===== src/dspPkg.sv =====
package dspPkg;

	// **************************************************
	// Data widths

	parameter int codeWidth = 8; // Bits of one ADC code.
	parameter int weightWidth = 11; // Bits of one tap weight.
	parameter int resultWidth = 8; // Bits of one equalized estimate.
	parameter int shiftWidth = 5; // Bits of a per-channel shift amount.

	// **************************************************
	// Sample types

	typedef logic signed [codeWidth-1:0] codeT; // Signed ADC code.
	typedef logic signed [weightWidth-1:0] weightT; // Signed tap weight.
	typedef logic signed [resultWidth-1:0] resultT; // Signed estimate after shift.
	typedef logic [shiftWidth-1:0] shiftT; // Arithmetic right shift amount.

	// Per-channel slicer output.
	typedef struct packed {
		resultT estimate; // Truncated equalizer sum.
		logic decision; // High when the estimate is zero or positive.
	} estimateT;

endpackage


===== src/ctrlPkg.sv =====
package ctrlPkg;

	// **************************************************
	// Configuration port

	typedef enum logic [1:0] {
		cfgWeight, // Write one tap weight of one channel.
		cfgDisable, // Write one tap disable of one channel.
		cfgShift // Write the shift amount of one channel.
	} cfgKindT;

	typedef struct packed {
		cfgKindT kind; // What the word writes.
		logic [3:0] tap; // Tap index, ignored by shift words.
		logic [3:0] channel; // Channel index.
		dspPkg::weightT value; // Weight, disable in bit 0 or shift in the low bits.
	} cfgWordT;

	// **************************************************
	// Handshake states

	typedef enum logic {hsIdle, hsAck} hsStateT; // Four-phase receiver.

	typedef enum logic [1:0] {sendIdle, sendReq, sendRelease} sendStateT; // Four-phase sender.

endpackage


===== src/codeBuffer.sv =====
`timescale 1ns/1ps

module codeBuffer #(
	parameter int numChannels = 16
) (
	input logic clk,
	input logic arstN,
	input logic inReq,
	output logic inAck,
	input dspPkg::codeT [numChannels-1:0] inFrame,
	input logic busy,
	output logic histValid,
	output dspPkg::codeT [2*numChannels-1:0] history
);

	ctrlPkg::hsStateT state;
	dspPkg::codeT [numChannels-1:0] frameReg; // Frame taken from the input port.
	logic frameValid;
	logic accept;
	logic histLoad;

	assign accept = (state == ctrlPkg::hsIdle) && inReq && !frameValid; // Slot free and request up.
	assign histLoad = frameValid && (!histValid || !busy); // History empty or being taken.
	assign inAck = (state == ctrlPkg::hsAck);

	// **************************************************
	// Input four-phase receiver

	always_ff @(posedge clk or negedge arstN) begin
		if (!arstN) begin
			state <= ctrlPkg::hsIdle;
		end else begin
			case (state)
				ctrlPkg::hsIdle: if (accept) state <= ctrlPkg::hsAck;
				ctrlPkg::hsAck: if (!inReq) state <= ctrlPkg::hsIdle; // Source released the request.
				default: state <= ctrlPkg::hsIdle;
			endcase
		end
	end

	always_ff @(posedge clk) begin
		if (accept) frameReg <= inFrame;
	end

	// **************************************************
	// Two-frame code history, oldest code at index 0

	always_ff @(posedge clk or negedge arstN) begin
		if (!arstN) begin
			frameValid <= 1'b0;
			histValid <= 1'b0;
			history <= '0;
		end else begin
			if (accept) frameValid <= 1'b1;
			else if (histLoad) frameValid <= 1'b0;
			if (histLoad) begin
				history[numChannels-1:0] <= history[2*numChannels-1:numChannels]; // Current becomes previous.
				history[2*numChannels-1:numChannels] <= frameReg; // Newest frame at the cursor.
				histValid <= 1'b1;
			end else if (!busy) begin
				histValid <= 1'b0; // Taken by the compute stage.
			end
		end
	end

endmodule


===== config.mk =====
export PLATFORM = sky130hd
export DESIGN_NAME = codeBuffer
export DESIGN_NICKNAME = d
export VERILOG_FILES = /design/src/dspPkg.sv /design/src/ctrlPkg.sv /design/src/codeBuffer.sv
export SDC_FILE = /design/constraint.sdc
export NUM_CORES = 1
export LEC_CHECK = 0
export ABC_AREA = 1
export CORE_UTILIZATION = 60
export DETAILED_ROUTE_END_ITERATION = 16
export DONT_BUFFER_PORTS = 1
export GPL_ROUTABILITY_DRIVEN = 0
export PLACE_DENSITY = 0.76
export SLEW_MARGIN = 15
export SYNTH_ARGS = -nofsm -noshare
export SYNTH_HDL_FRONTEND = slang
export SYNTH_SLANG_ARGS = --single-unit

===== constraint.sdc =====
create_clock -name clk -period 7.7 [get_ports clk]
set_clock_uncertainty 0.1 [all_clocks]
set_input_delay 1.54 -clock clk [delete_from_list [all_inputs] [get_ports clk]]
set_output_delay 1.54 -clock clk [all_outputs]
set_load 0.05 [all_outputs]

==> results by group <==
STA
  • Slew HR: 33.3%
  • Setup_tns: 0 ns
  • Max Freq: 251 MHz
  • Final Cycle Share: 51.7%
  • Final setup fails: 0
  • Hold Vio Cnt, Final: 0
  • Worst-Margin Slew: 1.00 ns
  • Minimum clock period: 3.98 ns
  • Max-slew violations: 0
  • Hold_ws: 0.367 ns
  • RSZ-0062 raised after global routing: false

Yosys
  • Post-Synthesis Cells: 1251
  • Synthesized area: 0.0140 mm2
  • Synthesized net count: 1383
  • Warning count from the yosys run: 0
  • Sequential fraction of the synthesis area: 73.6%
  • Seq cells post-synth: 387
  • Synth Area per Inst: 11.2 um2
  • Yosys cell types: 11

Worst setup path
  • Crit-path cells: buf_4 -> nand2_8 -> buf_4 -> nand2_1 -> nand2_1
  • Crit path launch type: flip-flop
  • CP endpoint kind: flip-flop
  • Max incr delay on CP: 1.07 ns
  • Crit-path max FO: 166
  • Crit path required time: 8.00 ns
  • FF-to-FF Start: frameValid
  • CP max-delay cell: dfrtp_4
  • CP Class: reg -> reg
  • Crit path launch: frameValid
  • Data arrival, critical path: 4.28 ns

Global route
  • First-pass GRT wire length: 47800 um
  • Pin count of the biggest net entering global routing: 260
  • Initial antenna violation count: 16
  • Vias in the first global route: 8555
  • Total global-route track usage: 25.8%
  • Grt ovf: 0

Status
  • Status: completed

CTS
  • Root buffer cell: clkbuf_16
  • CTS Hold Bufs: 0
  • Clock Latency Late Sink: 0.51 ns
  • Post-CTS Setup Inserts: 0
  • Clock Tree Buf Depth: 3
  • Clk slew on worst S/H paths: 0.06 ns
  • Post-CTS sizing: 0
  • TritonCTS clock tree: built
  • Clk sinks: 387
  • H-Tree Depth: 2
  • CTS buffer count: 39

Routing
  • DRC errors left: 0
  • DR pass1 iterations: 5
  • Via-to-Cell Ratio: 5.68
  • Post-DRT Antenna Nets: 0
  • Initial drt markers: 938
  • Avg WL per Cell: 19.8 um
  • Final WL: 31100 um
  • Total number of vias: 8916

Placed design
  • HPWL Detailed: 18700 um
  • Dpl cells: 1485
  • Port Buffers: 0

Floorplan
  • I/O pin count: 390
  • Die width: 155 um
  • Die ar.: 0.0240 mm2
  • Site Rows: 55
  • DIE HEIGHT: 155 um
  • Core area: 0.0228 mm2
  • Starting density of the core: 61.6%

Hold path
  • Hold Path Origin: frameReg[38]
  • Worst min path class: reg -> reg

Final layout
  • Final core utilization: 67.0%
  • Nets: 1345
  • Area Growth Syn to Fin: 8.84%
  • Ratio of cells with drive above 1 in the final layout: 4.91%
  • Commonest non-fill, non-tap cell in the layout: nand2_1
  • Fillcell total: 1664
  • Finished Layout Cells: 1570
  • Most frequent cells in the layout: nand2_1, nand3_1, dfrtp_1

Flow run
  • Max-cap violations: 0
[cells in the mapped netlist]
cell / instances / share of area (%)
buf_1: 3 / 0.080
buf_2: 71 / 2.5
buf_4: 5 / 0.27
buf_6: 3 / 0.24
clkbuf_1: 3 / 0.080
dfrtp_1: 259 / 46
edfxtp_1: 128 / 27
inv_1: 3 / 0.080
nand2_1: 516 / 14
nand2_2: 2 / 0.089
nand3_1: 258 / 9.2
[final timing paths]
kind / slack (ns) / depth (start not counted) / to
hold / removal: 0.37 / 2 / history[166]
max in group asynchronous: 6.38 / 0 / history[60]
min in group asynchronous: 0.64 / 0 / history[253]
setup reg to reg: 3.72 / 5 / history[227]
hold reg to reg: 0.37 / 2 / history[166]
setup / recovery: 3.72 / 5 / history[227]
[stage by stage]
stage | cell area [um2] | setup slack (ns)
finish | 15300 | 3.72
global route | 15300 | 3.48
CTS | 15200 | 3.80
detailed placement | 14000 | 3.73
global placement | 14000 | 3.78
floorplan | 14000 | 2.98
[sequential cells by signal, indices dropped and copies added, names as in the netlist]
register    flops
frameReg      128
history       256
histValid       1
frameValid      1
inAck           1
[critical path, delay by kind of cell, from the launching register on]
family / cells / cell delay (ns)
simple gates: 3 / 1.00
buf+inv: 2 / 1.49
flops: 1 / 1.07
[logic make-up after synthesis]
| kind of cell | after synthesis | share of synthesized area [%] |
|---|---|---|
| and+or+nand+nor | 776 | 23.1 |
| buffers and inverters | 88 | 3.28 |
| DFF | 387 | 73.6 |
[per-layer routing]
| metal | vias up | wire length (um) | GRT usage (%) |
|---|---|---|---|
| met5 | - | 36 | 0 |
| met4 | 6 | 1400 | 11.9 |
| met3 | 91 | 3090 | 9.33 |
| met2 | 435 | 15100 | 41.4 |
| met1 | 4336 | 11500 | 31.5 |
| li1 | 4048 | - | - |
[final cells by class]
| cell class | instances | area [um2] | share of cell area (%) |
|---|---|---|---|
| antenna | 14 | 35.0 | 0.229 |
| clock buffer | 62 | 1130 | 7.43 |
| clock inverter | 9 | 48.8 | 0.320 |
| inverter | 3 | 13.8 | 0.0902 |
| multi-input combinational | 776 | 3270 | 21.4 |
| sequential | 387 | 10300 | 67.7 |
| tap | 313 | 392 | 2.57 |
| timing repair buffer | 6 | 45.0 | 0.295 |
Power is not shown: default switching activity piles up to over one toggle a cycle in this logic, so the estimate is an artifact.
