**config.mk**
```make
export PLATFORM = sky130hd
export DESIGN_NAME = weightBank
export DESIGN_NICKNAME = d
export VERILOG_FILES = /design/src/dspPkg.sv /design/src/ctrlPkg.sv /design/src/weightBank.sv
export SDC_FILE = /design/constraint.sdc
export NUM_CORES = 1
export LEC_CHECK = 0
export ABC_AREA = 1
export BUFFER_PORTS_ARGS = -buffer_cell sky130_fd_sc_hd__buf_2
export CAP_MARGIN = 20
export CORE_AREA = 2 2 420 422
export CTS_BUF_LIST = sky130_fd_sc_hd__clkbuf_8
export CTS_CLUSTER_DIAMETER = 60
export CTS_CLUSTER_SIZE = 16
export DETAILED_ROUTE_END_ITERATION = 8
export DIE_AREA = 0 0 422 424
export SLEW_MARGIN = 20
export SYNTH_ARGS = -nofsm -noshare
export SYNTH_HDL_FRONTEND = slang
export SYNTH_SLANG_ARGS = --single-unit
```
**constraint.sdc**
```tcl
create_clock -name clk -period 3.3 [get_ports clk]
set_clock_uncertainty 0.1 [all_clocks]
set_input_delay 0.165 -clock clk [delete_from_list [all_inputs] [get_ports clk]]
set_output_delay 0.165 -clock clk [all_outputs]
set_load 0.005 [all_outputs]
```
**src/dspPkg.sv**
```systemverilog
package dspPkg;

	// **************************************************
	// Data widths

	parameter int codeWidth = 8; // Bits of one ADC code.
	parameter int weightWidth = 11; // Bits of one tap weight.
	parameter int resultWidth = 8; // Bits of one equalized estimate.
	parameter int shiftWidth = 5; // Bits of a per-channel shift amount.

	// **************************************************
	// Sample types

	typedef logic signed [codeWidth-1:0] codeT; // Signed ADC code.
	typedef logic signed [weightWidth-1:0] weightT; // Signed tap weight.
	typedef logic signed [resultWidth-1:0] resultT; // Signed estimate after shift.
	typedef logic [shiftWidth-1:0] shiftT; // Arithmetic right shift amount.

	// Per-channel slicer output.
	typedef struct packed {
		resultT estimate; // Truncated equalizer sum.
		logic decision; // High when the estimate is zero or positive.
	} estimateT;

endpackage

```
**src/ctrlPkg.sv**
```systemverilog
package ctrlPkg;

	// **************************************************
	// Configuration port

	typedef enum logic [1:0] {
		cfgWeight, // Write one tap weight of one channel.
		cfgDisable, // Write one tap disable of one channel.
		cfgShift // Write the shift amount of one channel.
	} cfgKindT;

	typedef struct packed {
		cfgKindT kind; // What the word writes.
		logic [3:0] tap; // Tap index, ignored by shift words.
		logic [3:0] channel; // Channel index.
		dspPkg::weightT value; // Weight, disable in bit 0 or shift in the low bits.
	} cfgWordT;

	// **************************************************
	// Handshake states

	typedef enum logic {hsIdle, hsAck} hsStateT; // Four-phase receiver.

	typedef enum logic [1:0] {sendIdle, sendReq, sendRelease} sendStateT; // Four-phase sender.

endpackage

```
**src/weightBank.sv**
```systemverilog
`timescale 1ns/1ps

module weightBank #(
	parameter int numChannels = 16,
	parameter int ffeDepth = 5
) (
	input logic clk,
	input logic arstN,
	input logic cfgReq,
	output logic cfgAck,
	input ctrlPkg::cfgWordT cfgWord,
	output dspPkg::weightT [ffeDepth-1:0][numChannels-1:0] weights,
	output logic [ffeDepth-1:0][numChannels-1:0] disables,
	output dspPkg::shiftT [numChannels-1:0] shifts
);

	ctrlPkg::hsStateT state;
	logic apply;

	assign apply = (state == ctrlPkg::hsIdle) && cfgReq; // Word applied as the ack rises.
	assign cfgAck = (state == ctrlPkg::hsAck);

	always_ff @(posedge clk or negedge arstN) begin
		if (!arstN) begin
			state <= ctrlPkg::hsIdle;
		end else begin
			case (state)
				ctrlPkg::hsIdle: if (apply) state <= ctrlPkg::hsAck;
				ctrlPkg::hsAck: if (!cfgReq) state <= ctrlPkg::hsIdle;
				default: state <= ctrlPkg::hsIdle;
			endcase
		end
	end

	// **************************************************
	// Register writes, an address out of range matches nothing

	always_ff @(posedge clk or negedge arstN) begin
		if (!arstN) begin
			weights <= '0;
			disables <= '0;
			shifts <= '0;
		end else if (apply) begin
			for (int t = 0; t < ffeDepth; t++) begin
				for (int c = 0; c < numChannels; c++) begin
					if (int'(cfgWord.tap) == t && int'(cfgWord.channel) == c) begin
						case (cfgWord.kind)
							ctrlPkg::cfgWeight: weights[t][c] <= cfgWord.value;
							ctrlPkg::cfgDisable: disables[t][c] <= cfgWord.value[0];
							default: ; // Shift words are handled per channel below.
						endcase
					end
				end
			end
			for (int c = 0; c < numChannels; c++) begin
				if (cfgWord.kind == ctrlPkg::cfgShift && int'(cfgWord.channel) == c) begin
					shifts[c] <= dspPkg::shiftT'(cfgWord.value[dspPkg::shiftWidth-1:0]);
				end
			end
		end
	end

endmodule

```
==> results of run 1 <==
[what timing repair did]
| action | in CTS | in global routing |
|---|---|---|
| gates resized for setup | 0 | 1 |
| hold buffers | 39 | 0 |
| endpoints found under the hold margin | 2008 | 0 |
| setup endpoints to repair | 0 | 3 |
[cells by family after synthesis]
group / after synthesis / synth area share [%]
simple gates: 3287 / 34.3
flops: 1041 / 59.6
buf+inv: 558 / 5.28
compound gates: 80 / 0.915
[how the worst min path moves through the flow]
stage / to / slack (ps) / depth (start not counted)
final: weights[104] / 190 / 4
after floorplan: cfgAck / -230 / 0
after global routing: weights[115] / 120 / 4
after CTS: weights[104] / 50 / 4
after global placement: weights[875] / -20 / 1
after detailed placement: weights[875] / -10 / 1
[power groups by stage]
stage / clock (W) / combinational (W) / sequential, W
final: 0.00906 / 0.00186 / 0.0130
after global routing: 0.00981 / 0.00198 / 0.0130
after CTS: 0.00932 / 0.00187 / 0.0130
after detailed placement: 0 / 0.00183 / 0.0133
after global placement: 0 / 0.00181 / 0.0133
after floorplan: 0 / 0.000648 / 0.0133
[layout by cell type, fill, tap and decap left out, drive strengths merged]
master,instances
clkinv,22
dfrtp,1041
nor3,1
nand3,153
clkinvlp,5
inv,50
nand4,955
nand2,2068
dlygate4sd3,37
buf,1287
nor2,110
bufinv,6
o21ai,80
clkbuf,111
diode,4
[routing by layer]
layer,up-vias,track usage [%],wire (um)
met5,-,0,18
met3,545,4.39,15400
li1,18529,-,-
met4,2,14.7,15600
met2,2133,36.7,99600
met1,21287,28.0,81700
[registers in the layout, summed over array words and instances, names as in the netlist]
signal,flops
weights,880
cfgAck,1
disables,80
shifts,80
[stage by stage]
stage | cell area, um^2 | power (W) | hold WS, ps | worst slack, ps | utilization (%)
floorplan | 43700 | 0.0139 | -231 | 1580 | -
global placement | 52300 | 0.0151 | -19.1 | 546 | 29.9
detailed placement | 52300 | 0.0151 | -12.3 | 489 | 29.9
CTS | 54900 | 0.0242 | 51.8 | 168 | 31.4
global route | 54900 | 0.0248 | 123 | 70.9 | 31.4
finish | 54900 | 0.0239 | 194 | 123 | 31.4
[cell type report]
type / instances / area (um^2) / area share (%)
inverters: 26 / 97.6 / 0.178
well taps: 2340 / 2930 / 5.33
multi-input cells: 3367 / 15600 / 28.5
diodes: 4 / 10.0 / 0.0182
clock buffers: 110 / 1510 / 2.76
flip-flops and latches: 1041 / 26100 / 47.5
clock inverters: 57 / 696 / 1.27
repair buffers: 1325 / 7970 / 14.5
[critical path, stage by stage]
cell	delay [ps]
dlygate4sd3_1	590
buf_2	190
inv_2	60
nor2_2	120
dlygate4sd3_1	620
nand2_1	60
dlygate4sd3_1	690
nor2_4	560
nand3_1	510
nand2_1	170
nand2_1	60
==> impl_metrics.tcl, run 1 <==
set metrics [dict create \
    die-area_mm2 0.179 \
    netSwitchingFraction_pct 28.6 \
    ys.flop_type "dfrtp_1" \
    track_usage_pct 22.8 \
    power_frac_seq_pct 54.4 \
    clk_path_buf_depth 3 \
    post-cts-setup-buffers 0 \
    die_x_um 422 \
    place_hpwl_mm 150 \
    max_cap_violations 0 \
    first_iter_violations 4893 \
    setup_violations 0 \
    avgSynthCellArea_um2 8.81 \
    io_pins 1065 \
    cts_max_level 3 \
    grt_pass1_vias 39733 \
    worst-endpoint-required_ps 3940 \
    cts_tree "yes" \
    grt_pass1_wl_mm 299 \
    setup.worst_path.end_class "register" \
    cts_sinks 1041 \
    status "completed" \
    gp_congestion 0.877 \
    startpoint_type "input port" \
    cell_internal_pwr_w 0.0171 \
    combPwrFrac_pct 7.8 \
    min-delay-start "cfgWord[5]" \
    start_util_pct 25.0 \
    max_slew.worst_pin.slew_ps 1040 \
    clock_latency_ps 850 \
    drc 0 \
    finalCriticalPeriod_ps 3180 \
    worstReg2RegEnd "weights[695]" \
    slew_viol_final 0 \
    synth_warnings 0 \
    grt_max_degree 144 \
    path_class "in -> reg" \
    min_path_type "in -> reg" \
    ys_types 17 \
    synth_nets 4990 \
    synthCells 4966 \
    fin_setup_tns_ps 0 \
    ant_nets 0 \
    drive_above_1_share_pct 25.3 \
    yosysTopAreaCell "dfrtp_1" \
    synthTopCellsByCount "nand2_1, dfrtp_1, nand4_1, clkbuf_1, buf_2" \
    drt_wl_total_mm 212 \
    rsz0062_at_grt "false" \
    ys_async_sr_fraction_pct 100 \
    viasPerCell 5.14 \
    cp-endpoint "weights[637]" \
    leakage_nw 31.4 \
    firstDrtPassIters 5 \
    grt_overflow_total 0 \
    ir_drop_uv 265 \
    cts_buffers 100 \
    max_freq_ghz 0.315 \
    numPortBuffers 1064 \
    crit_fanout 16 \
    synth_edf_count 0 \
    syn2layout_area_growth_pct 25.5 \
    cp-startpoint "cfgWord[14]" \
    r2r_start "cfgAck" \
    n_fill_cell 18612 \
    clkSlewWorstSetupHoldPaths_ps 110 \
    finalNetCount 5885 \
    antenna_found_initial 5 \
    final_cells 8270 \
    relSlewSlack_pct 31.0 \
    finalCritPeriodShare_pct 96.3 \
    pwr-share-clk_pct 37.8 \
    clock-root-buffer "clkbuf_8" \
    rows 154 \
    synth_top_area_share_pct 59.6 \
    powerDensity_mw_per_mm2 436 \
    ys_ff_latch 1041 \
    ff2ff_setup_slack_ps 670 \
    p_switching_w 0.00685 \
    reg2regPathDepth 7 \
    synth_area_leaders "dfrtp_1, nand2_1, nand4_1, clkbuf_1, buf_2" \
    yosysMostFrequentCell "nand2_1" \
    hold_viol_final 0 \
    die_h_um 424 \
    synthesis.area_mm2 0.0437 \
    synth_seq_area_share_pct 59.6 \
    wl_per_cell_um 25.7 \
    core-area_mm2 0.175 \
    worst-endpoint-arrival_ps 3820 \
    vias 42496 \
    placedCellCount 8061 \
]
Power figures use the tool's default switching activity.
==> run 2: changes to the inputs <==
CELL_PAD_IN_SITES_DETAIL_PLACEMENT = 0   (was unset)
CELL_PAD_IN_SITES_GLOBAL_PLACEMENT = 1   (was unset)
HOLD_SLACK_MARGIN = 0.06   (was unset)
PLACE_DENSITY_LB_ADDON = 0.1   (was unset)
==> impl_metrics.tcl, run 2 (synthesis gave the netlist of run 1 again) <==
set metrics [dict create \
    status "completed" \
    powerDensity_mw_per_mm2 473 \
    clock_latency_ps 870 \
    final_cells 8315 \
    cts_tree "yes" \
    grt_max_degree 135 \
    layout_commonest_cell "nand2_1" \
    clkSlewWorstSetupHoldPaths_ps 90 \
    regMostFlops "weights" \
    start_util_pct 25.0 \
    drc 0 \
    antenna_found_initial 6 \
    largestRegisters "weights: 880 flops, disables: 80 flops, shifts: 80 flops" \
    met1_usage_pct 32.3 \
    gp_congestion 0.797 \
    crit_fanout 30 \
    use_met2_pct 42.6 \
    pre_cts_ws_ps 536 \
    max_cap_violations 0 \
    clk_path_buf_depth 3 \
    fin_setup_tns_ps 0 \
    finalCritPeriodShare_pct 94.9 \
    clock-root-buffer "clkbuf_8" \
    ant_nets 0 \
    die_h_um 424 \
    rows 154 \
    max_slew.worst_pin.slew_ps 889 \
    ir_drop_uv 404 \
    wl_per_cell_um 28.6 \
    finalNetCount 5894 \
    first_iter_violations 3232 \
    syn2layout_area_growth_pct 27.5 \
    relSlewSlack_pct 40.5 \
    viasPerCell 4.96 \
    grt_pass1_wl_mm 333 \
    largest_reg_flops 880 \
    die-area_mm2 0.179 \
    hold_viol_final 0 \
    vias 41270 \
    cts_sinks 1041 \
    drive_above_1_share_pct 25.8 \
    io_pins 1065 \
    cts_buffers 134 \
    use_met3_pct 5.70 \
    max_freq_ghz 0.319 \
    firstDrtPassIters 6 \
    layout_common_cells "nand2_1, buf_2, dfrtp_1" \
    setup_slack_ps 169 \
    placedCellCount 8030 \
    grt_pass1_vias 40357 \
    path_class "in -> reg" \
    grt_overflow_total 0 \
    min_path_type "in -> reg" \
    place_hpwl_mm 159 \
    leakage_nw 31.8 \
    post-cts-setup-buffers 0 \
    finalCriticalPeriod_ps 3130 \
    grt.busiest_layer "met2" \
    worst-endpoint-required_ps 4020 \
    worst-endpoint-arrival_ps 3850 \
    startpoint_type "input port" \
    power_w 0.0264 \
    cts_max_level 4 \
    slew_viol_final 0 \
    setup.worst_path.end_class "register" \
    numPortBuffers 1064 \
    drt_wl_total_mm 238 \
    rsz0062_at_grt "false" \
    cts-resized-gates 0 \
    core-area_mm2 0.175 \
    track_usage_pct 25.8 \
    utilization_pct 31.9 \
    die_x_um 422 \
    setup_violations 0 \
]
-- run 2: worst paths after layout --
check	end	slack, ps	cells past startpoint	from
max in group asynchronous	weights[416]	1900	5	arstN
worst max-delay path	weights[699]	170	11	cfgWord[14]
worst min-delay path	weights[575]	230	4	cfgWord[3]
worst min register to register	disables[35]	360	2	disables[35]
worst max register to register	weights[576]	570	7	cfgAck
min in group asynchronous	shifts[59]	420	4	arstN
-- run 2: power breakdown --
| group | internal [W] | leakage [nW] | switching, W | total (W) |
|---|---|---|---|---|
| Sequential | 0.0129 | 14.5 | 0.000109 | 0.0130 |
| Clock | 0.00555 | 1.55 | 0.00584 | 0.0114 |
| Combinational | 0.000432 | 15.7 | 0.00153 | 0.00196 |
| Total | 0.0189 | 31.8 | 0.00748 | 0.0264 |
-- run 2: what timing repair did --
action,4_1_cts,5_1_grt
hold buffers,44,0
endpoints found under the setup margin,0,0
endpoints found under the hold margin,2081,0
-- run 2: layout make-up --
cell class	count	area [um^2]
multi-input cells	3367	15600
inverters	26	97.6
flip-flops and latches	1041	26100
clock inverters	87	932
fillers	18712	119000
diodes	2	5.00
clock buffers	152	2090
well taps	2340	2930
repair buffers	1300	8040
-- run 2: per-layer routing --
| layer | part of all wire (%) | routed length [um] |
|---|---|---|
| met4 | 4.8 | 11400 |
| met5 | 0 | 0 |
| met2 | 48 | 115000 |
| met1 | 41 | 98400 |
| met3 | 5.6 | 13300 |
-- run 2: critical path, cell delays in order --
cell	delay, ps
dlygate4sd3_1	580
buf_2	180
nand2_1	90
dlygate4sd3_1	680
nor2_4	100
dlygate4sd3_1	570
buf_4	430
nand3_1	130
nor2_1	700
nand2_1	110
nand2_1	100
-- run 2: metrics by stage --
stage          hold WS [ps]  cell area [um^2]
6_report                234             55800
3_3_place_gp           57.2             52300
3_5_place_dp           58.7             52300
4_1_cts                81.8             55800
2_1_floorplan          -231             43700
5_1_grt                 148             55800
