## config.mk

```make
export PLATFORM = sky130hd
export DESIGN_NAME = bitSlicer
export DESIGN_NICKNAME = d
export VERILOG_FILES = /design/src/dspPkg.sv /design/src/ctrlPkg.sv /design/src/bitSlicer.sv
export SDC_FILE = /design/constraint.sdc
export NUM_CORES = 1
export LEC_CHECK = 0
export ABC_AREA = 1
export BUFFER_PORTS_ARGS = -buffer_cell sky130_fd_sc_hd__buf_2
export CAP_MARGIN = 30
export CORE_AREA = 2 2 106 108
export CTS_CLUSTER_SIZE = 14
export DETAILED_ROUTE_END_ITERATION = 6
export DIE_AREA = 0 0 108 110
export PLACE_DENSITY = 0.79
export SYNTH_ARGS = -nofsm -noshare
export SYNTH_HDL_FRONTEND = slang
export SYNTH_SLANG_ARGS = --single-unit
```

## constraint.sdc

```tcl
create_clock -name clk -period 7.2 [get_ports clk]
set_clock_uncertainty 0.15 [all_clocks]
set_input_delay 0.72 -clock clk [delete_from_list [all_inputs] [get_ports clk]]
set_output_delay 0.72 -clock clk [all_outputs]
set_load 0.05 [all_outputs]
```

## src/dspPkg.sv

```systemverilog
package dspPkg;

	// **************************************************
	// Data widths

	parameter int codeWidth = 8; // Bits of one ADC code.
	parameter int weightWidth = 11; // Bits of one tap weight.
	parameter int resultWidth = 8; // Bits of one equalized estimate.
	parameter int shiftWidth = 5; // Bits of a per-channel shift amount.

	// **************************************************
	// Sample types

	typedef logic signed [codeWidth-1:0] codeT; // Signed ADC code.
	typedef logic signed [weightWidth-1:0] weightT; // Signed tap weight.
	typedef logic signed [resultWidth-1:0] resultT; // Signed estimate after shift.
	typedef logic [shiftWidth-1:0] shiftT; // Arithmetic right shift amount.

	// Per-channel slicer output.
	typedef struct packed {
		resultT estimate; // Truncated equalizer sum.
		logic decision; // High when the estimate is zero or positive.
	} estimateT;

endpackage

```

## src/ctrlPkg.sv

```systemverilog
package ctrlPkg;

	// **************************************************
	// Configuration port

	typedef enum logic [1:0] {
		cfgWeight, // Write one tap weight of one channel.
		cfgDisable, // Write one tap disable of one channel.
		cfgShift // Write the shift amount of one channel.
	} cfgKindT;

	typedef struct packed {
		cfgKindT kind; // What the word writes.
		logic [3:0] tap; // Tap index, ignored by shift words.
		logic [3:0] channel; // Channel index.
		dspPkg::weightT value; // Weight, disable in bit 0 or shift in the low bits.
	} cfgWordT;

	// **************************************************
	// Handshake states

	typedef enum logic {hsIdle, hsAck} hsStateT; // Four-phase receiver.

	typedef enum logic [1:0] {sendIdle, sendReq, sendRelease} sendStateT; // Four-phase sender.

endpackage

```

## src/bitSlicer.sv

```systemverilog
`timescale 1ns/1ps

module bitSlicer #(
	parameter int numChannels = 16
) (
	input logic clk,
	input logic arstN,
	input logic estValid,
	input dspPkg::resultT [numChannels-1:0] estimates,
	output logic busy,
	output logic outReq,
	input logic outAck,
	output dspPkg::estimateT [numChannels-1:0] outFrame
);

	ctrlPkg::sendStateT state;
	logic releaseDone;
	logic load;

	assign releaseDone = (state == ctrlPkg::sendRelease) && !outAck; // Sink finished the exchange.
	assign busy = (state != ctrlPkg::sendIdle) && !releaseDone;
	assign load = estValid && !busy;
	assign outReq = (state == ctrlPkg::sendReq);

	// **************************************************
	// Output four-phase sender

	always_ff @(posedge clk or negedge arstN) begin
		if (!arstN) begin
			state <= ctrlPkg::sendIdle;
		end else begin
			case (state)
				ctrlPkg::sendIdle: if (load) state <= ctrlPkg::sendReq;
				ctrlPkg::sendReq: if (outAck) state <= ctrlPkg::sendRelease;
				ctrlPkg::sendRelease: begin
					if (!outAck) state <= load ? ctrlPkg::sendReq : ctrlPkg::sendIdle;
				end
				default: state <= ctrlPkg::sendIdle;
			endcase
		end
	end

	always_ff @(posedge clk) begin
		if (load) begin
			for (int c = 0; c < numChannels; c++) begin
				outFrame[c].estimate <= estimates[c];
				outFrame[c].decision <= !estimates[c][dspPkg::resultWidth-1]; // Zero counts as one.
			end
		end
	end

endmodule

```

==> results.py, run 1 <==
metrics = {
    "global_routing": {
        "grt_pass1_vias": 2675,
        "gr-total-overflow": 0,
        "grt.total_usage_pct": 16.4,
        "grt_pass1_wl_um": 13800,
        "antenna_found_initial": 0,
        "grt_start_max_net_pins": 85,
        "grt_use_met2_pct": 28.3,
        "grt.busiest_layer": "met2",
        "grt_util_met1_pct": 16.8,
        "use_met3_pct": 7.64,
    },
    "synthesis": {
        "synth_nets": 307,
        "yosysMostFrequentCell": "edfxtp_1",
        "avgSynthCellArea_um2": 25.7,
        "yosys-top-cells-count": "edfxtp_1, inv_1, nand2_1",
        "synth_cells": 175,
        "synth-xor-area-share_pct": 0,
        "yosys.area_share.simple_pct": 0.641,
        "synth_top_area_share_pct": 96.3,
        "yosys.area.top_type": "edfxtp_1",
        "synthMuxAreaShare_pct": 0,
        "yosysSeqAreaShare_pct": 97.4,
        "synthesis.area_um2": 4490,
        "async_flop_share_pct": 1.37,
        "yosys_warnings": 0,
        "synth_compound_area_share_pct": 0.195,
        "synth_fa_ha_area_share_pct": 0,
        "synth_cell_types": 6,
        "synth_top_family_by_area": "buffers and inverters",
        "ys_ff_latch": 146,
        "synth_ff_type": "edfxtp_1",
        "synth_area_leaders": "edfxtp_1, inv_1, dfrtp_1",
        "synth-edff-count": 144,
    },
    "route": {
        "wirelength_um": 10100,
        "num_vias": 2741,
        "route.detailed.drc": 0,
        "drt.antenna.violating_nets": 0,
        "first_pass_iters": 4,
        "drt-initial-drc-count": 89,
        "avgViaCountPerCell": 4.38,
        "wl_per_cell_um": 16.1,
    },
    "timing": {
        "rsz0062_at_grt": "no",
        "finalCritPeriodShare_pct": 34.3,
        "tightest_slew_ns": 0.521,
        "fin_setup_tns_ns": 0,
        "slew-limit-headroom_pct": 65.3,
        "timing.fmax_ghz": 0.404,
        "hold_viol_final": 0,
        "setup_viol": 0,
        "min_period_ns": 2.47,
        "finalMaxSlewViolations": 0,
    },
    "placed_design": {
        "port_buffers": 277,
        "dp_hpwl_um": 7550,
        "gp_congestion": 0.705,
        "place_area_um2": 6060,
    },
    "layout": {
        "finish.utilization_pct": 62.2,
        "synthToLayoutAreaGrowth_pct": 48.1,
        "drive_above_1_share_pct": 63.8,
        "nNetsFinal": 606,
        "fill_cells": 802,
        "ff_latch_area_um2": 4370,
        "multi_input_area_um2": 37.5,
        "stdcell_area_um2": 6650,
        "n_antenna_cell": 0,
    },
    "power_and_ir_drop": {
        "p_total_mw": 2.48,
        "vdd_drop_max_mv": 0.202,
        "seqPwrFrac_pct": 44.4,
        "comb_power_share_pct": 22.7,
        "power_switching_uw": 814,
        "powerDensity_nw_per_um2": 372,
        "intPower_mw": 1.66,
        "p_clk_share_pct": 32.9,
        "sw_frac_of_total_pct": 32.9,
        "leakagePower_nw": 2.88,
    },
    "clock_network": {
        "cts_root_buf": "clkbuf_8",
        "tritoncts": "built",
        "cts_max_level": 4,
        "insertion_delay_ns": 0.51,
        "cts_made_buffers": 17,
        "cts.sinks": 146,
        "postCtsSetupBuffers": 0,
        "cts_buffer_depth": 2,
        "clkTransAtPathRegs_ns": 0.06,
    },
    "setup_path": {
        "worstPathArrival_ns": 2.52,
        "critPathCaptureType": "register",
        "path_max_fanout": 61,
        "start_kind": "register",
        "criticalPathCategory": "register to register",
        "required_ns": 7.24,
    },
    "floorplan": {
        "io_pins": 278,
        "initial_utilization_pct": 42.0,
        "core_area_um2": 10700,
        "die_w_um": 108,
        "die_height_um": 110,
        "row_count": 38,
        "die_area_um2": 11900,
    },
    "run": {
        "drv_cap": 0,
    },
    "status": {
        "status": "finished clean",
    },
    "min_path": {
        "hold_path.class": "input port to register",
    },
}
==> registers in the layout, summed over array words and instances (netlist names) <==
signal	cells
state	2
outFrame	144
==> routing by layer <==
| metal | up-vias | routed length, um |
|---|---|---|
| li1 | 1269 | - |
| met1 | 1289 | 3420 |
| met5 | - | 0 |
| met4 | 0 | 178 |
| met2 | 167 | 5340 |
| met3 | 16 | 1130 |
==> power groups by stage <==
stage | sequential [mW] | combinational [mW] | clock, mW
2_1_floorplan | 1.48 | 0.0669 | 0
3_3_place_gp | 1.11 | 0.556 | 0
3_5_place_dp | 1.12 | 0.562 | 0
4_1_cts | 1.10 | 0.563 | 0.833
5_1_grt | 1.11 | 0.586 | 0.872
6_report | 1.10 | 0.563 | 0.814
==> layout by cell type (no fill, tap or decap), drive strengths merged <==
cell,Yosys,routed
clkbuf,0,18
dfrtp,2,2
buf,0,279
a21oi,1,1
nand3,2,2
inv,21,23
dlygate4sd3,0,1
clkinvlp,0,5
nand2,5,5
edfxtp,144,144
clkinv,0,4
bufinv,0,2
==> worst paths after layout <==
path	startpoint	to	slack (ns)	cells after the start
worst max-delay path	state[0]	outFrame[54]	4.73	5
worst min-delay path	estimates[45]	outFrame[51]	0.23	1
worst max register to register	state[0]	outFrame[54]	4.73	5
worst min register to register	state[1]	state[1]	0.42	2
max in group asynchronous	arstN	state[0]	6.42	2
min in group asynchronous	arstN	state[1]	0.37	2
==> worst max-delay path: stages, from the launching register on <==
cell     delay (ns)
dfrtp_1        0.40
inv_1          0.11
nand3_1        0.18
inv_6          0.42
buf_4          0.54
buf_12         0.30
==> cell families after synthesis <==
family / after synthesis
and+or+nand+nor: 7
DFF: 146
AOI/OAI and AO/OA: 1
buffers and inverters: 21
==> layout make-up <==
class | instances | area share (%)
Timing Repair Buffer | 280 | 21.4
Tap cell | 140 | 2.63
Clock inverter | 13 | 2.07
Sequential cell | 146 | 65.8
Clock buffer | 18 | 6.28
Inverter | 21 | 1.26
Multi-Input combinational cell | 8 | 0.564
==> timing repair <==
action                    in CTS  in global routing
hold endpoints to repair       2                  0
hold buffers                   1                  0
gates resized for setup        0                  0
==> through the flow <==
stage	std cells	setup slack, ns	hold WS (ns)
after floorplan	175	2.89	0.274
after global placement	593	4.27	0.363
after detailed placement	593	4.20	0.367
after CTS	625	4.59	0.199
after global routing	626	4.55	0.191
final	626	4.73	0.227
No activity file was read; power rests on OpenSTA's default activity.
==> inputs of run 2 (changes only) <==
CORE_AREA = 2 2 107 109   (was 2 2 106 108)
DIE_AREA = 0 0 109 111   (was 0 0 108 110)
PLACE_DENSITY = 0.77   (was 0.79)
clock period = 2.43 ns   (was 7.2 ns; I/O delays follow)
==> run 2 against run 1 <==
  * The run now fails in 4_1_cts
  * Synthesized cell count unchanged
  * Synthesized area unchanged
==> results.py, run 2 <==
metrics = {
    "clock_network": {
        "postCtsSetupBuffers": 0,
        "cts_made_buffers": 17,
        "cts_hold_buf": 127,
        "cts_max_level": 4,
        "cts.sinks": 146,
        "cts_root_buf": "clkbuf_16",
        "cts_buffer_depth": 2,
        "post_cts_resize_count": 0,
    },
    "placed_design": {
        "port_buffers": 277,
        "dp_hpwl_um": 7360,
        "gp_congestion": 0.769,
    },
    "synthesis": {
        "yosys.area.top_type": "edfxtp_1",
        "synth_area_leaders": "edfxtp_1, inv_1, dfrtp_1",
        "synthesis.area_um2": 4490,
        "synth_ff_type": "edfxtp_1",
        "synth_cell_types": 6,
        "avgSynthCellArea_um2": 25.7,
        "synth_cells": 175,
        "yosys_warnings": 0,
        "synth-edff-count": 144,
        "synth_nets": 307,
        "yosysMostFrequentCell": "edfxtp_1",
        "yosysSeqAreaShare_pct": 97.4,
        "synth_top_area_share_pct": 96.3,
        "async_flop_share_pct": 1.37,
        "ys_ff_latch": 146,
        "yosys-top-cells-count": "edfxtp_1, inv_1, nand2_1",
    },
    "status": {
        "stop_stage": "4_1_cts",
        "firstError": "[ERROR RSZ-0060] Max buffer count reached.",
        "status": "aborted with a tool error",
    },
    "floorplan": {
        "initial_utilization_pct": 40.5,
        "io_pins": 278,
        "die_height_um": 111,
        "row_count": 39,
        "die_w_um": 109,
    },
}
[run 2: cell counts after synthesis]
No cell type changed its count.
[run 2: cells by family after synthesis]
group	Yosys count	share of synthesized area, %
buffers and inverters	21	1.76
and+or+nand+nor	7	0.641
AOI/OAI and AO/OA	1	0.195
DFF	146	97.4
[run 2: through the flow]
step | hold WS [ns] | instances | TNS, ns | setup slack [ns] | cell area (um2)
2_1_floorplan | -0.203 | 175 | -105.99 | -0.736 | 4500
3_3_place_gp | -0.113 | 597 | 0 | 0.760 | 6100
3_5_place_dp | -0.113 | 597 | 0 | 0.699 | 6100
==> inputs of run 3 (changes only) <==
CORE_AREA = not set   (was 2 2 107 109)
CORE_MARGIN = 1.5   (was not set)
CORE_UTILIZATION = 40   (was not set)
CTS_CLUSTER_SIZE = not set   (was 14)
DIE_AREA = not set   (was 0 0 109 111)
PLACE_DENSITY = not set   (was 0.77)
PLACE_DENSITY_LB_ADDON = 0.15   (was not set)
==> run 3 against run 2 <==
  * The run again fails in 4_1_cts
  * Synthesized cell count unchanged
  * Synthesized area unchanged
==> results.py, run 3 <==
metrics = {
    "synthesis": {
        "synth_ff_type": "edfxtp_1",
        "yosysMostFrequentCell": "edfxtp_1",
        "synth_cells": 175,
        "synthesis.area_um2": 4490,
        "synth-xor-area-share_pct": 0,
        "yosysSeqAreaShare_pct": 97.4,
        "synthMuxAreaShare_pct": 0,
        "avgSynthCellArea_um2": 25.7,
        "synth_cell_types": 6,
        "synth_compound_area_share_pct": 0.195,
        "synth_fa_ha_area_share_pct": 0,
        "async_flop_share_pct": 1.37,
        "synth_area_leaders": "edfxtp_1, inv_1, dfrtp_1",
        "synth_top_area_share_pct": 96.3,
        "yosys_warnings": 0,
        "yosys-top-cells-count": "edfxtp_1, inv_1, nand2_1",
        "synth-edff-count": 144,
        "synth_nets": 307,
        "yosys.area.top_type": "edfxtp_1",
        "yosys.area_share.simple_pct": 0.641,
        "ys_ff_latch": 146,
        "synth_top_family_by_area": "buffers and inverters",
    },
    "clock_network": {
        "postCtsSetupBuffers": 0,
        "post_cts_resize_count": 0,
        "cts_buffer_depth": 2,
        "cts_max_level": 4,
        "cts_hold_buf": 126,
        "cts.sinks": 146,
        "cts_root_buf": "clkbuf_8",
        "cts_made_buffers": 17,
    },
    "placed_design": {
        "dp_hpwl_um": 7240,
        "place_area_um2": 6100,
        "port_buffers": 277,
        "gp_congestion": 0.762,
    },
    "floorplan": {
        "initial_utilization_pct": 41.2,
        "die_height_um": 109,
        "row_count": 38,
        "io_pins": 278,
        "die_w_um": 109,
    },
    "status": {
        "stop_stage": "4_1_cts",
        "status": "aborted with a tool error",
        "firstError": "[ERROR RSZ-0060] Max buffer count reached.",
    },
}
run 3: cell counts after synthesis:
No cell type changed its count.
run 3: kinds of logic after synthesis:
family	Yosys count
flip-flops	146
buffers and inverters	21
AO/OA/AOI/OAI	1
AND/OR/NAND/NOR	7
run 3: per-stage QoR:
step / hold WS (ns) / cells / setup slack, ns / setup TNS [ns]
after floorplan: -0.203 / 175 / -0.736 / -105.99
after detailed placement: -0.119 / 594 / 0.822 / 0
after global placement: -0.117 / 594 / 0.865 / 0
